$ cat config.mk
export PLATFORM = sky130hd
export DESIGN_NAME = nn_top
export DESIGN_NICKNAME = d
export VERILOG_FILES = /design/src/common/nn_pkg.sv /design/src/design/hidden_layer.sv /design/src/design/nn_top.sv /design/src/design/output_layer.sv /design/src/design/weight_store.sv
export SDC_FILE = /design/constraint.sdc
export NUM_CORES = 2
export LEC_CHECK = 0
export ABC_AREA = 0
export BUFFER_PORTS_ARGS = -buffer_cell sky130_fd_sc_hd__buf_2
export CORE_MARGIN = 8
export CORE_UTILIZATION = 35
export CTS_CLUSTER_SIZE = 12
export DETAILED_ROUTE_END_ITERATION = 12
export SLEW_MARGIN = 20
export SYNTH_ARGS = -nofsm -noshare
export SYNTH_HDL_FRONTEND = slang
export SYNTH_SLANG_ARGS = --single-unit
$ cat constraint.sdc
create_clock -name clk -period 13.4 [get_ports clk]
set_input_delay 1.34 -clock clk [delete_from_list [all_inputs] [get_ports clk]]
set_output_delay 1.34 -clock clk [all_outputs]
set_load 0.1 [all_outputs]
$ cat src/common/nn_pkg.sv
package nn_pkg;

	//------------------------------
	// widths and layer sizes
	//------------------------------
	localparam int DATA_WIDTH = 16;                   // sample, weight, hidden, out
	localparam int ACC_WIDTH  = 40;                   // four full products plus headroom
	localparam int INPUT_DIM  = 4;                    // samples per data point
	localparam int HIDDEN_DIM = 3;                    // hidden neurons
	localparam int W1_COUNT   = INPUT_DIM * HIDDEN_DIM; // layer-1 weights
	localparam int W2_COUNT   = 3;                    // layer-2 weights

	//------------------------------
	// types
	//------------------------------
	typedef logic signed [DATA_WIDTH-1:0] fixed_t;           // fixed point value
	typedef logic signed [ACC_WIDTH-1:0]  acc_t;             // full precision sum
	typedef logic [$clog2(INPUT_DIM)-1:0] sample_idx_t;      // sample position in point

	// fixed_t limits at accumulator width
	localparam acc_t FIXED_MAX_ACC = acc_t'((2 ** (DATA_WIDTH - 1)) - 1);
	localparam acc_t FIXED_MIN_ACC = acc_t'(-(2 ** (DATA_WIDTH - 1)));

	//------------------------------
	// narrowing
	//------------------------------
	// drops frac fraction bits, then clamps to the fixed_t range
	function automatic fixed_t fixed_narrow(input acc_t value, input int frac);
		acc_t shifted;
		shifted = value >>> frac; // arithmetic, keeps sign
		if (shifted > FIXED_MAX_ACC) begin
			return FIXED_MAX_ACC[DATA_WIDTH-1:0]; // clamp high
		end
		else if (shifted < FIXED_MIN_ACC) begin
			return FIXED_MIN_ACC[DATA_WIDTH-1:0]; // clamp low
		end
		else begin
			return shifted[DATA_WIDTH-1:0]; // in range
		end
	endfunction

endpackage

$ cat src/design/hidden_layer.sv
`timescale 1ns/10ps

module hidden_layer #(
	parameter int FRAC_BITS = 8 // binary point position
) (
	input  logic           clk,
	input  logic           rst_n,
	input  logic           in_valid_d,
	input  nn_pkg::fixed_t data_point,
	input  nn_pkg::fixed_t w1 [nn_pkg::W1_COUNT],
	output nn_pkg::fixed_t hidden [nn_pkg::HIDDEN_DIM],
	output logic           hidden_valid
);

	import nn_pkg::*;

	sample_idx_t idx; // position of current sample in point

	//------------------------------
	// sample indexing
	//------------------------------
	// a gap in in_valid_d throws away a partial point
	always_ff @(posedge clk or negedge rst_n) begin
		if (!rst_n) begin
			idx <= '0;
		end
		else if (in_valid_d) begin
			idx <= idx + 1'b1; // wraps after last sample
		end
		else begin
			idx <= '0; // burst broken
		end
	end

	// pulse after the edge that takes the last sample
	always_ff @(posedge clk or negedge rst_n) begin
		if (!rst_n) begin
			hidden_valid <= 1'b0;
		end
		else begin
			hidden_valid <= in_valid_d && (idx == sample_idx_t'(INPUT_DIM - 1));
		end
	end

	//------------------------------
	// neuron lanes
	//------------------------------
	for (genvar j = 0; j < HIDDEN_DIM; j++) begin : g_lane
		acc_t prod; // sample times selected weight
		acc_t acc;  // running sum for neuron j

		// weight 4j+i pairs with sample i
		always_comb begin
			prod = acc_t'(data_point) * acc_t'(w1[j * INPUT_DIM + int'(idx)]);
		end

		// fresh start at index 0 lets points run back to back
		always_ff @(posedge clk) begin
			if (in_valid_d) begin
				if (idx == '0) begin
					acc <= prod; // first sample
				end
				else begin
					acc <= acc + prod;
				end
			end
		end

		// relu, then back to fixed_t
		always_comb begin
			hidden[j] = (acc > 0) ? fixed_narrow(acc, FRAC_BITS) : '0;
		end
	end

endmodule

$ cat src/design/nn_top.sv
`timescale 1ns/10ps

module nn_top #(
	parameter int FRAC_BITS = 8 // fraction bits of every fixed_t
) (
	input  logic           clk,
	input  logic           rst_n,
	input  logic           in_valid_d,  // sample strobe
	input  logic           in_valid_w1, // layer-1 weight shift strobe
	input  logic           in_valid_w2, // layer-2 weight shift strobe
	input  nn_pkg::fixed_t data_point,
	input  nn_pkg::fixed_t weight1,
	input  nn_pkg::fixed_t weight2,
	output logic           out_valid,
	output nn_pkg::fixed_t out
);

	import nn_pkg::*;

	//------------------------------
	// internal buses
	//------------------------------
	fixed_t w1_regs [W1_COUNT];   // layer-1 weights, index 4j+i
	fixed_t w2_regs [W2_COUNT];   // layer-2 weights
	fixed_t hidden  [HIDDEN_DIM]; // relu outputs
	logic   hidden_valid;         // one cycle pulse

	//------------------------------
	// blocks
	//------------------------------
	weight_store weight_store_i (
		.clk         (clk),
		.rst_n       (rst_n),
		.in_valid_w1 (in_valid_w1),
		.in_valid_w2 (in_valid_w2),
		.weight1     (weight1),
		.weight2     (weight2),
		.w1          (w1_regs),
		.w2          (w2_regs)
	);

	hidden_layer #(.FRAC_BITS(FRAC_BITS)) hidden_layer_i (
		.clk          (clk),
		.rst_n        (rst_n),
		.in_valid_d   (in_valid_d),
		.data_point   (data_point),
		.w1           (w1_regs),
		.hidden       (hidden),
		.hidden_valid (hidden_valid)
	);

	// one edge after hidden_valid, so out lands at c+5
	output_layer #(.FRAC_BITS(FRAC_BITS)) output_layer_i (
		.clk          (clk),
		.rst_n        (rst_n),
		.hidden_valid (hidden_valid),
		.hidden       (hidden),
		.w2           (w2_regs),
		.out          (out),
		.out_valid    (out_valid)
	);

endmodule

$ cat src/design/output_layer.sv
`timescale 1ns/10ps

module output_layer #(
	parameter int FRAC_BITS = 8 // binary point position
) (
	input  logic           clk,
	input  logic           rst_n,
	input  logic           hidden_valid,
	input  nn_pkg::fixed_t hidden [nn_pkg::HIDDEN_DIM],
	input  nn_pkg::fixed_t w2 [nn_pkg::W2_COUNT],
	output nn_pkg::fixed_t out,
	output logic           out_valid
);

	import nn_pkg::*;

	acc_t sum; // full precision weighted sum

	//------------------------------
	// weighted sum
	//------------------------------
	always_comb begin
		sum = '0;
		for (int j = 0; j < HIDDEN_DIM; j++) begin
			sum = sum + acc_t'(hidden[j]) * acc_t'(w2[j]); // no relu here
		end
	end

	//------------------------------
	// output register
	//------------------------------
	// out only carries data in the out_valid cycle
	always_ff @(posedge clk or negedge rst_n) begin
		if (!rst_n) begin
			out       <= '0;
			out_valid <= 1'b0;
		end
		else if (hidden_valid) begin
			out       <= fixed_narrow(sum, FRAC_BITS); // shift and clamp
			out_valid <= 1'b1;
		end
		else begin
			out       <= '0; // nothing held
			out_valid <= 1'b0;
		end
	end

endmodule

$ cat src/design/weight_store.sv
`timescale 1ns/10ps

module weight_store (
	input  logic           clk,
	input  logic           rst_n,
	input  logic           in_valid_w1,
	input  logic           in_valid_w2,
	input  nn_pkg::fixed_t weight1,
	input  nn_pkg::fixed_t weight2,
	output nn_pkg::fixed_t w1 [nn_pkg::W1_COUNT],
	output nn_pkg::fixed_t w2 [nn_pkg::W2_COUNT]
);

	import nn_pkg::*;

	//------------------------------
	// layer-1 chain
	//------------------------------
	// new weight enters at the top, first one sent ends at index 0
	always_ff @(posedge clk or negedge rst_n) begin
		if (!rst_n) begin
			for (int i = 0; i < W1_COUNT; i++) begin
				w1[i] <= '0; // all weights zero
			end
		end
		else if (in_valid_w1) begin
			for (int i = 0; i < W1_COUNT - 1; i++) begin
				w1[i] <= w1[i+1]; // shift toward 0
			end
			w1[W1_COUNT-1] <= weight1; // newest
		end
	end

	//------------------------------
	// layer-2 chain
	//------------------------------
	// independent of layer 1, reload either alone
	always_ff @(posedge clk or negedge rst_n) begin
		if (!rst_n) begin
			for (int i = 0; i < W2_COUNT; i++) begin
				w2[i] <= '0;
			end
		end
		else if (in_valid_w2) begin
			for (int i = 0; i < W2_COUNT - 1; i++) begin
				w2[i] <= w2[i+1]; // shift toward 0
			end
			w2[W2_COUNT-1] <= weight2; // newest
		end
	end

endmodule

==> After elaboration in Yosys (flattened, before gate mapping) <==
Index checks and enable logic that the tools add are counted.
{ "word_totals": {"output_inout_bits": 17, "reg_bits": 380, "input_bits": 53, "wordCells": 82} }
{ "classes": {"muxes": 26, "bitwise_logic": 3, "add_sub_neg": 8, "eq_ne": 1, "multipliers": 6, "n_reduce_logical": 2, "magnitude_cmp": 14} }
{ "op_table": {"columns": ["operator", "count"], "rows": [
  ["16-bit two-way mux", 18],
  ["16-bit binary-select mux with 4-bit select", 3],
  ["16-bit by 16-bit multiplier with 32-bit output", 6],
  ["40-bit by 32-bit adder with 40-bit output", 4],
  ["32-bit by 16-bit > comparator with 1-bit output, second input constant", 4],
  ["32-bit by 16-bit less-than comparator with 1-bit output, second input constant", 4],
  ["40-bit by 1-bit > comparator with 1-bit output, second input constant", 3],
  ["40-bit two-way mux", 3],
  ["32-bit by 5-bit >= comparator with 1-bit output, second input constant", 3],
  ["32-bit inverter", 2],
  ["40-bit adder", 1],
  ["2-bit inverter with 32-bit output", 1],
  ["4-bit by 2-bit adder with 5-bit output, first input constant", 1],
  ["3-bit by 2-bit adder with 4-bit output, first input constant", 1],
  ["2-bit by 1-bit adder with 2-bit output, second input constant", 1],
  ["2-bit == test, second input constant", 1],
  ["2-bit logical NOT", 1],
  ["2-bit two-way mux", 1],
  ["1-bit logical AND", 1],
  ["1-bit two-way mux", 1]
]} }

==> Depth between registers and ports, before layout <==
{ "depth": {"word_depth": 11, "mapped_depth": 56, "ltp_nobuf": 52} }

==> Hierarchy <==
A second synthesis with hierarchy kept.
{ "hier_totals": {"cells_unflattened": 8458, "area_unflattened_um2": 82721.8} }
{ "by_module_without_submodules": {"columns": ["module", "area_each_um2", "cells_per_inst", "instances", "seq_area_each_um2"], "rows": [
  ["hidden_layer", 42608.4, 4705, 1, 3678.5],
  ["output_layer", 31134.9, 3247, 1, 425.4],
  ["weight_store", 8978.6, 506, 1, 6005.8]
]} }

==> Least setup slack after synthesis <==
No wires, ideal clock.
{ "synth_timing": {"path_kind": "register to register", "start": "reg hidden_layer_i.g_lane[0].acc[38]", "end": "reg output_layer_i.out[10]", "n_path_buf": 3, "arrival_time_ps": 13038, "path_slack_ps": 298, "required_time_ps": 13335, "synth_period_minus_slack_ps": 13102, "path_stages_with_launch": 52, "setup_ps": 65, "cell_sequence": "edfxtp_1 -> nand4_1 -> o41ai_1 -> clkbuf_1 -> nand2_1 -> a21oi_1 -> clkbuf_1 -> and2_1 -> fa_1 -> inv_1 -> fa_1 -> fa_1 -> fa_1 -> inv_1 -> fa_1 -> inv_1 -> fa_1 -> inv_1 -> [... 16 more ...] -> ha_1 -> fa_1 -> inv_1 -> fa_1 -> fa_1 -> inv_1 -> ha_1 -> nand2_1 -> nor4_1 -> nand3_1 -> nor3_1 -> nor3_1 -> or3_1 -> a31oi_1 -> nand2_1 -> a31oi_1 -> clkbuf_1 -> a21o_1"} }
{ "synth_via": {"elab_chain_len": 11, "elab_cells_between_ends": 14, "cone_classes": "add/sub: 2; mul: 1; order compare: 5; mux: 6"} }
{ "synth_rtl": {"columns": ["element", "line_no", "text"], "rows": [
  ["start, declared", "hidden_layer.sv:50", "acc_t acc;"],
  ["start signal, assigned", "hidden_layer.sv:61", "acc <= prod;"],
  ["start signal, assigned", "hidden_layer.sv:64", "acc <= acc + prod;"],
  ["32-bit by 16-bit less-than comparator with 1-bit output", "nn_pkg.sv:34", "else if (shifted < FIXED_MIN_ACC) begin"],
  ["16-bit two-way mux", "nn_pkg.sv:34", null],
  ["16-bit two-way mux", "nn_pkg.sv:31", "if (shifted > FIXED_MAX_ACC) begin"],
  ["16-bit two-way mux *", "hidden_layer.sv:71", "hidden[j] = (acc > 0) ? fixed_narrow(acc, FRAC_BITS) : '0;"],
  ["16-bit by 16-bit multiplier with 32-bit output *", "output_layer.sv:25", "sum = sum + acc_t'(hidden[j]) * acc_t'(w2[j]);"],
  ["40-bit adder *", "output_layer.sv:25", null],
  ["40-bit by 32-bit adder with 40-bit output *", "output_layer.sv:25", null],
  ["32-bit by 16-bit less-than comparator with 1-bit output", "nn_pkg.sv:34", null],
  ["16-bit two-way mux", "nn_pkg.sv:34", null],
  ["16-bit two-way mux *", "nn_pkg.sv:31", null],
  ["16-bit two-way mux *", "output_layer.sv:38", "else if (hidden_valid) begin"],
  ["end signal, assigned", "output_layer.sv:39", "out <= fixed_narrow(sum, FRAC_BITS);"],
  ["end, declared", "output_layer.sv:11", "output nn_pkg::fixed_t out,"]
]} }
Every way passes the cells marked *; elsewhere a longest branch is shown, timed or not.
A chain may end at the register's enable or synchronous reset.

==> Final worst setup path <==
{ "layout_timing": {"start": "reg hidden_layer_i.g_lane[0].acc[38]", "end": "reg output_layer_i.out[3]"} }
The elaborated chain is that of the path after synthesis.

==> impl_metrics.tcl <==
set metrics [dict create \
    skew_ns 0.0864 \
    slowest_stage "fa_1" \
    fin_util_pct 38.7 \
    async_reset_ff_share_pct 68.4 \
    cp-endpoint "output_layer_i.out[3]$_DFF_PN0_" \
    max_freq_mhz 77.3 \
    cpPeakStageDelay_ns 0.57 \
    cts_buffer_depth 3 \
    grt_max_degree 139 \
    rr_endpoint "output_layer_i.out[3]$_DFF_PN0_" \
    synth_area_um2 81700 \
    synthXorXnorAreaFrac_pct 3.20 \
    hold_class "flop to flop" \
    slew_headroom_pct 22.7 \
    ios 70 \
    yosysWarnings 0 \
    critical_path_buf_inv_count 14 \
    outcome "complete, no violations" \
    reg2reg_depth 53 \
    start_kind "flop" \
    path_clk_slew_ns 0.06 \
    end_kind "flop" \
    r2r_setup_slack_ns 0.46 \
    routed_wl_mm 210 \
    clock-sinks 380 \
    first_global_vias 62300 \
    die-height_um 499 \
    synth_ff_type "dfrtp_1" \
    avgSynthCellArea_um2 9.70 \
    crit_type "flop to flop" \
    wl_per_cell_um 18.0 \
    final_hold_viol_count 0 \
    tightest_slew_ns 1.14 \
    synthTopCellsByArea "fa_1, ha_1, inv_1" \
    dpl.hpwl_mm 168 \
    synth_edf_count 120 \
    die-area_um2 249000 \
    grt_usage_pct 16.7 \
    muxShareOfSynthArea_pct 4.91 \
    num_rows 177 \
    required_ns 14.02 \
    drc 0 \
    synth_fa_ha_area_share_pct 50.3 \
    cts_root_buf "clkbuf_16" \
    synth_compound_area_share_pct 6.40 \
    yosys.area.top_type "fa_1" \
    crit_cells 53 \
    num_vias 57700 \
    start_util_pct 35.1 \
    htree_num_levels 2 \
    nets 11000 \
    finalCritPeriodShare_pct 96.6 \
    cts_tree "yes" \
    die_w_um 499 \
    cp_max_fo 11 \
    synth_cells 8416 \
    synth_top_family_by_area "adder cells" \
    crit_top_cell "fa_1" \
    yosysTopAreaCellShare_pct 40.6 \
    synth-simple-area-share_pct 13.2 \
    fill_cells 22800 \
    yosysUniqueCellTypes 79 \
    dr.first_iter.drc_count 3243 \
    critPathLaunch "hidden_layer_i.g_lane[0].acc[38]$_DFFE_PP_" \
    timing.rr.start "hidden_layer_i.g_lane[0].acc[38]$_DFFE_PP_" \
    worst_path_dominant_cell_family "adder cells" \
    syn_to_final_growth_pct 10.1 \
    first_pass_iters 6 \
    holdCritStartpoint "weight_store_i.w1[185]$_DFFE_PN0P_" \
    finalWorstPathRequiredPeriod_ns 12.94 \
    grt_pass1_wl_mm 338 \
    cts_buffers 48 \
    vias_per_cell 4.93 \
    core_um2 232000 \
    synth-seq-cells 380 \
    worst_ep_arrival_time_ns 13.57 \
    finalSetupViolCount 0 \
    antenna_found_initial 8 \
    cap_violations 0 \
    ctsHoldBuffers 0 \
    drive_above_1_share_pct 10.7 \
    ant_nets 0 \
    gp_congestion 0.885 \
    ys_seq_area_share_pct 12.4 \
    grt_overflow 0 \
    maxSlewViolCount 0 \
    place.port_buffers 69 \
    insertion_delay_ns 0.69 \
]
==> registers in the layout (all words and copies together), names as in the netlist <==
register,count
output_layer_i.out_valid,1
output_layer_i.out,16
weight_store_i.w1,192
hidden_layer_i.idx,2
hidden_layer_i.hidden_valid,1
weight_store_i.w2,48
hidden_layer_i.g_lane.acc,120
==> through the flow <==
stage          TNS [ns]  std cells  hold slack, ns  area [um2]  worst slack [ns]
2_1_floorplan         0       8525           0.388       82100             0.298
3_3_place_gp      -1.86      11600           0.484       87000            -0.128
3_5_place_dp      -2.86      11600           0.495       87000            -0.217
4_1_cts               0      11700           0.508       88700            0.0288
5_1_grt           -1.49      11700           0.520       89900            -0.110
6_report              0      11700           0.502       89900             0.457
==> cells by family (layout without fill, tap and decap cells) <==
group	count (synthesis)	after routing
adders and majority gates	2287	2287
and+or+nand+nor	2204	2204
buffers and inverters	2101	2223
AOI/OAI and AO/OA	835	835
DFF	380	380
muxes	309	309
xor gates and xnor gates	298	298
other	2	114
==> worst reg2reg max path: cells and delay by family (launching register included) <==
family | cells | cell delay, ns
xor gates and xnor gates | 1 | 0.14
and+or+nand+nor | 11 | 1.99
AOI/OAI and AO/OA | 13 | 2.69
DFF | 1 | 0.40
buffers and inverters | 14 | 1.32
adders and majority gates | 14 | 6.35
==> cells in the final DEF, fill, tap and decap left out, types with 120 or more instances in the layout <==
| cell type | count |
|---|---|
| a21o_1 | 123 |
| a21oi_1 | 235 |
| and2_1 | 615 |
| buf_4 | 262 |
| dfrtp_1 | 258 |
| edfxtp_1 | 120 |
| fa_1 | 1643 |
| ha_1 | 598 |
| inv_1 | 1779 |
| mux2_2 | 255 |
| nand2_1 | 997 |
| nor2_1 | 210 |
| o21ai_0 | 178 |
| xnor2_1 | 186 |
==> what timing repair did <==
item                       in CTS  in global routing
setup endpoints to repair      15                 16
cloned                          0                  3
buffers inserted                1                 26
pin swaps                       0                110
gates resized for setup         1                201
==> metal layers <==
metal	vias to the layer above	track usage, %	part of all wire [%]
met3	300	2.25	5.0
met4	6	4.54	2.7
met2	1345	28.5	48
met5	-	0	0.019
li1	26200	-	-
met1	29900	22.5	44
==> cell type report <==
class | count | area [um2] | area share (%)
clock buffer | 67 | 1450 | 1.61
clock inverter | 18 | 190 | 0.211
inverter | 1790 | 6720 | 7.47
multi-input combinational | 6044 | 65100 | 72.3
antenna | 3 | 7.51 | 0.00835
timing repair buffer | 348 | 2580 | 2.87
tap | 3043 | 3810 | 4.23
sequential | 380 | 10100 | 11.2
==> cells in the mapped netlist (all sizes together) (10+ instances only) <==
cell type and count:
o31ai 16, nand2 1003, o21ai 191, o211ai 17, a211oi 27, a21o 123, and2 618, and3 24
nand4 30, mux2 255, edfxtp 120, ha 632, nand3 47, mux4 48, nand2b 92, dfrtp 260
fa 1655, nor2 214, buf 39, o21a 31, a31oi 25, o21bai 33, xnor2 198, nor4 33
inv 1789, or2 20, a21oi 266, nor3 35, or3 14, or4 10, nor2b 36, clkbuf 272
xor2 100
==> how the worst min path moves through the flow <==
stage                                                    end  depth (start not counted)
after CTS                 weight_store_i.w1[185]$_DFFE_PN0P_                          1
final                     weight_store_i.w1[185]$_DFFE_PN0P_                          1
after detailed placement  weight_store_i.w1[185]$_DFFE_PN0P_                          1
after floorplan           output_layer_i.out_valid$_DFF_PN0_                          0
after global routing      weight_store_i.w1[189]$_DFFE_PN0P_                          1
after global placement    weight_store_i.w1[191]$_DFFE_PN0P_                          1
Power is not shown: default switching activity piles up to over one toggle a cycle in this logic, so the estimate is an artifact.
